<file path="src/source/cache_cfg.svh">
`ifndef CACHE_CFG_SVH
`define CACHE_CFG_SVH

// data path width in bits
`define CACHE_WORD_BITS 32

// one buffer line, in words
`define CACHE_LINE_WORDS 16

// log2 of the line length, sent as the burst order
`define CACHE_BURST_ORDER 4

// backing RAM depth in words, higher addresses wrap around
`define CACHE_RAM_WORDS 1024

`endif
</file>
<file path="src/source/cache_pkg.sv">
`default_nettype none

`include "cache_cfg.svh"

package cache_pkg;

    localparam int bytes_per_word = `CACHE_WORD_BITS / 8;
    localparam int align_bits     = $clog2(bytes_per_word);
    localparam int tag_bits       = `CACHE_WORD_BITS - `CACHE_BURST_ORDER - align_bits;

    typedef logic [7:0]                       byte_t;
    typedef logic [`CACHE_WORD_BITS-1:0]      word_t;
    typedef logic [`CACHE_WORD_BITS-1:0]      addr_t;
    typedef logic [bytes_per_word-1:0]        strobe_t;
    typedef logic [3:0]                       cbus_order_t;
    typedef logic [tag_bits-1:0]              tag_t;
    typedef logic [`CACHE_BURST_ORDER-1:0]    offset_t;
    typedef logic [align_bits-1:0]            index_t;

    typedef union packed {
        byte_t [bytes_per_word-1:0] bytes;
        word_t                      word;
    } view_t;

    typedef enum logic [1:0] {
        BYTE,
        HALF,
        WORD
    } access_size_t;

    typedef struct packed {
        tag_t    tag;
        offset_t offset;
        index_t  index;
    } line_addr_t;

    // processor side, word oriented
    typedef struct packed {
        logic         req;
        logic         wr;
        access_size_t size;
        addr_t        addr;
        word_t        wdata;
    } sram_req_t;

    typedef struct packed {
        logic  addr_ok;
        logic  data_ok;
        word_t rdata;
    } sram_resp_t;

    // burst side, addr is line aligned
    typedef struct packed {
        logic        valid;
        logic        is_write;
        cbus_order_t order;
        addr_t       addr;
        word_t       wdata;
    } cbus_req_t;

    typedef struct packed {
        logic  okay;
        logic  last;
        word_t rdata;
    } cbus_resp_t;

    typedef enum logic [1:0] {
        IDLE,
        READ,
        WRITE,
        RESERVED
    } buffer_state_t;

    // byte lanes touched by one access
    function automatic strobe_t size_to_strobe(access_size_t size, index_t index);
        strobe_t strobe;
        case (size)
            BYTE:    strobe = strobe_t'(4'b0001 << index);
            HALF:    strobe = strobe_t'(4'b0011 << {index[1], 1'b0});
            default: strobe = '1;
        endcase
        return strobe;
    endfunction

endpackage

`default_nettype wire

</file>
<file path="src/source/cbus_arbiter.sv">
`default_nettype none

module cbus_arbiter import cache_pkg::*; (
    input  logic       clk,
    input  logic       reset,
    input  cbus_req_t  i_bus_req,
    output cbus_resp_t i_bus_resp,
    input  cbus_req_t  d_bus_req,
    output cbus_resp_t d_bus_resp,
    output cbus_req_t  mem_req,
    input  cbus_resp_t mem_resp
);

    typedef enum logic [1:0] {
        NONE,
        INSTR,
        DATA
    } owner_t;

    owner_t owner;
    owner_t grant;

    // an idle bus is granted in the same cycle, data first
    always_comb begin
        grant = owner;
        if (owner == NONE) begin
            if (d_bus_req.valid) begin
                grant = DATA;
            end else if (i_bus_req.valid) begin
                grant = INSTR;
            end
        end
    end

    // held until the final beat is taken
    always_ff @(posedge clk) begin
        if (reset) begin
            owner <= NONE;
        end else if (mem_resp.okay && mem_resp.last) begin
            owner <= NONE;
        end else begin
            owner <= grant;
        end
    end

    always_comb begin
        case (grant)
            DATA:    mem_req = d_bus_req;
            INSTR:   mem_req = i_bus_req;
            default: mem_req = '0;
        endcase
    end

    // the loser just sees stall beats
    always_comb begin
        i_bus_resp      = mem_resp;
        d_bus_resp      = mem_resp;
        i_bus_resp.okay = 1'b0;
        i_bus_resp.last = 1'b0;
        d_bus_resp.okay = 1'b0;
        d_bus_resp.last = 1'b0;
        if (grant == INSTR) begin
            i_bus_resp = mem_resp;
        end
        if (grant == DATA) begin
            d_bus_resp = mem_resp;
        end
    end

endmodule

`default_nettype wire

</file>
<file path="config.mk">
export PLATFORM = sky130hd
export DESIGN_NAME = cbus_arbiter
export DESIGN_NICKNAME = d
export VERILOG_FILES = /design/src/source/cache_pkg.sv /design/src/source/cbus_arbiter.sv
export VERILOG_INCLUDE_DIRS = /design/src /design/src/source
export SDC_FILE = /design/constraint.sdc
export NUM_CORES = 1
export LEC_CHECK = 0
export ABC_AREA = 1
export BUFFER_PORTS_ARGS = -buffer_cell sky130_fd_sc_hd__buf_2
export CELL_PAD_IN_SITES_DETAIL_PLACEMENT = 1
export CELL_PAD_IN_SITES_GLOBAL_PLACEMENT = 2
export CORE_UTILIZATION = 10
export CTS_CLUSTER_DIAMETER = 150
export CTS_CLUSTER_SIZE = 24
export DETAILED_ROUTE_END_ITERATION = 7
export PLACE_DENSITY_LB_ADDON = 0.12
export SLEW_MARGIN = 20
export SYNTH_ARGS = -nofsm -noshare
export SYNTH_HDL_FRONTEND = slang
export SYNTH_SLANG_ARGS = --single-unit
</file>
<file path="constraint.sdc">
create_clock -name clk -period 1.9 [get_ports clk]
set_clock_uncertainty 0.2 [all_clocks]
set_input_delay 0.285 -clock clk [delete_from_list [all_inputs] [get_ports clk]]
set_output_delay 0.285 -clock clk [all_outputs]
set_load 0.02 [all_outputs]
</file>
== After elaboration in Yosys (flattened, before gate mapping) ==
Index checks and enable logic that the tools add are counted.

* Register bits: 2
* Bits of input ports: 176
* Output and inout bits: 138
* Logic and storage cells: 12

* Eq/ne operators: 2
* Multiplexer cells: 6
* Reduce and logical (&&, ||, !) cells: 3

{| class="wikitable"
|+ Operators with widths
! operator !! number
|-
| 70-bit case mux with 2 select lines || 1
|-
| 34-bit two-way mux || 2
|-
| 2-bit two-way mux || 3
|-
| 2-bit by 1-bit equality test with 1-bit output, second input constant || 1
|-
| 2-bit equality test, second input constant || 1
|-
| 2-bit zero test || 1
|-
| 2-bit OR reduction || 1
|-
| 1-bit logical AND || 1
|}

== Depth between registers and ports, before layout ==
* Depth after elaboration: 5
* Mapped depth: 10
* Mapped depth without buffers: 8

== Worst setup path after synthesis ==
OpenSTA, ideal clock, no wires.

* Path type: register to output
* From: register owner[1]
* To: output port mem_req[6] (netlist bit)
* Arrival: 1448 ps
* Required time: 1415 ps
* Setup slack: -33 ps
* Cell stages (with the launch flop): 9
* Path buffers: 2
* Cells stage by stage: dfxtp_1 inv_1 nand2_1 nand2_1 nand2_1 ha_1 buf_2 buf_2 a21oi_1

{| class="wikitable"
|+ RTL lines
! item !! line !! RTL
|-
| from (decl) || cbus_arbiter.sv:20 || <nowiki>owner_t owner;</nowiki>
|-
| from (signal assigned) || cbus_arbiter.sv:42 || <nowiki>owner <= grant;</nowiki>
|-
| to (decl) || cbus_arbiter.sv:10 || <nowiki>output cbus_req_t mem_req,</nowiki>
|}

==> out/qor.txt <==
Starting density of the core = 10.4%
DR vias/cell = 3.72
Fraction of final layout cells with drive strength greater than 1 = 78.6%
Total congestion overflow = 0
Post-synthesis net count = 499
Deepest clock path buffer count = 2
Synthesized area per cell = 5.66 µm²
Post-synthesis cell type count = 12
Overall routing resource usage = 9.85%
Cts bufs inserted = 3
Number of search-and-repair iterations in the first detailed-routing pass = 3
Static Leakage = 1.82 nW
Final cycle utilization of the critical path = 112%
Floorplan die width = 137 µm
Diode count = 0
Utilization of the core after routing = 22.2%
Highest achievable clock rate = 471 MHz
Final worst hold slack = 0.145 ns
Number of warnings issued by yosys = 0
Fill cell count = 2179
Max-capacitance violation count = 0
Post-layout minimum cycle time = 2.12 ns
Transition time of the tightest slew-check pin = 0.186 ns
Placeable Area = 17500 µm²
Initial antenna violation count = 0
Most used cells in the layout excluding fill and tap cells = 143 x buf_2, 99 x nand2_1, 64 x a21oi_2
Area of the mapped netlist = 1820 µm²
H-Tree Depth = 1
Crit path kind = reg -> out
Number of max-slew violations in the final report = 0
Synthesis-stage register bit count = 2
Placed wire-length estimate after detailed placement = 6740 µm
Vias in the first global route = 2751
IO Pins = 314
Relative slew margins = 87.6%
Port bufs = 217
Vertical die dimension = 137 µm
Crit path setup slack, layout = -0.224 ns
Clock tree from TritonCTS = yes
Setup repair after global routing missed its margin = true
Number of instances in the synthesized netlist = 321
Detailed router's first-iteration violation count = 33
Count of unresolved DRC violations after routing = 0
Hold violation total from the final report = 0
Number of instances in the placed design = 687
Path category of the worst min-delay check = in -> reg
Largest fanout of any net on the critical path = 6
Clock latency on the worst-skew pair = 0.22 ns
Total of endpoints with negative setup slack in the final report = 74
Failing checks = negative setup slack
Slack of the worst reg-to-reg path = 0.58 ns
Status = finished with violations
Crit path capture type = primary output
Routed wirelength normalized by instance count = 14.9 µm
Sequential area share after synthesis = 2.20%
Worst Setup Start Kind = flop
Peak supply drop = 0.000215 V
Registers with the most flip-flops = owner: 2 flops
Global-route wire length before repair = 14200 µm
Die area = 18700 µm²
Total number of vias = 2643
Clock-pin slew of the registers on the worst-case setup and hold paths = 0.03 ns
Data arrival at the endpoint of the critical path = 1.64 ns
Total Routed Length = 10600 µm
Final std cells w/o fill = 711
Area overhead of the layout relative to synthesis = 114%
Maximum number of pins on one net before global-route repair = 39
Worst path required time = 1.41 ns
Largest register FFs = 2
Top register by number of flip-flops = owner
Sinks on Clock Net = 2
Power per unit of standard cell area = 487 nW/µm²
Clock tree root driver cell = clkbuf_16
Number of standard-cell rows in the floorplan = 48
Most common cell after layout, fill and taps aside = buf_2
Routed Antenna Nets = 0
Post-layout net count = 666
Last weighted congestion value of the routability-driven placer = 0.675
-- synth_stat cells --
cell type / number / area (µm²)
nand2_1: 147 / 552
buf_4: 64 / 480
a21oi_1: 44 / 220
a21oi_2: 26 / 228
buf_6: 16 / 180
buf_2: 8 / 40.0
inv_1: 8 / 30.0
dfxtp_1: 2 / 40.0
ha_1: 2 / 25.0
nor2_1: 2 / 7.51
a21o_1: 1 / 7.51
nand2_2: 1 / 6.26
-- cells by family after synthesis --
kind of cell	Yosys count	share of synthesized area, %
AO/OA/AOI/OAI	71	25.1
adder cells (fa/ha/maj)	2	1.38
flip-flops	2	2.20
buffers and inverters	96	40.2
AND/OR/NAND/NOR	150	31.1
-- worst paths after layout --
path,start,end,cells past startpoint
min,reset,owner[0],3
min reg2reg,owner[0],owner[0],5
max,owner[1],mem_req[17],11
max reg2reg,owner[1],owner[1],8
-- worst max-delay path: stages, from the launching register on --
cell and delay [ns]:
dfxtp_2 0.31, inv_4 0.05, nand2_2 0.04, nand2_2 0.07
nand2_4 0.07, inv_4 0.06, ha_4 0.16, buf_12 0.15
clkbuf_16 0.16, nand2_2 0.05, a21oi_2 0.15, buf_6 0.14
-- metrics by stage --
step / area, µm² / setup slack, ns / setup TNS (ns) / power [mW]
floorplan: 1900 / -0.0329 / -0.690 / 0.909
global placement: 2780 / -0.158 / -8.11 / 1.18
detailed placement: 2780 / -0.184 / -10.12 / 1.17
CTS: 3460 / -0.282 / -17.20 / 1.78
global route: 3890 / -0.308 / -20.68 / 2.02
finish: 3890 / -0.224 / -13.87 / 1.89
-- routing by layer --
layer / track usage [%] / wire (µm) / part of all wire (%)
met5: 0 / 0 / 0
met4: 1.47 / 97 / 0.91
met3: 2.85 / 886 / 8.4
met2: 19.0 / 5370 / 51
met1: 10.7 / 4250 / 40
-- power breakdown --
group	leakage (nW)	internal, mW	switching, mW
logic	1.77	0.717	0.815
clock network	0.0370	0.268	0.0467
registers	0.0172	0.0456	0.00176
-- area by class of cell --
class                      instances  area, µm²  area share (%)
timing repair buffer             250       1990            51.1
multi-input combinational        223       1460            37.7
tap                              225        282            7.24
clock buffer                       3       75.1            1.93
sequential                         2       42.5            1.09
inverter                           8       37.5           0.966
-- timing repair --
item / in CTS / in global routing
cloned: 7 / 5
setup endpoints to repair: 74 / 74
hold buffers: 0 / 0
buffers inserted: 11 / 3
pin swaps: 3 / 34
resized for setup: 106 / 119
Note: power is estimated with default switching activity, not from simulation.
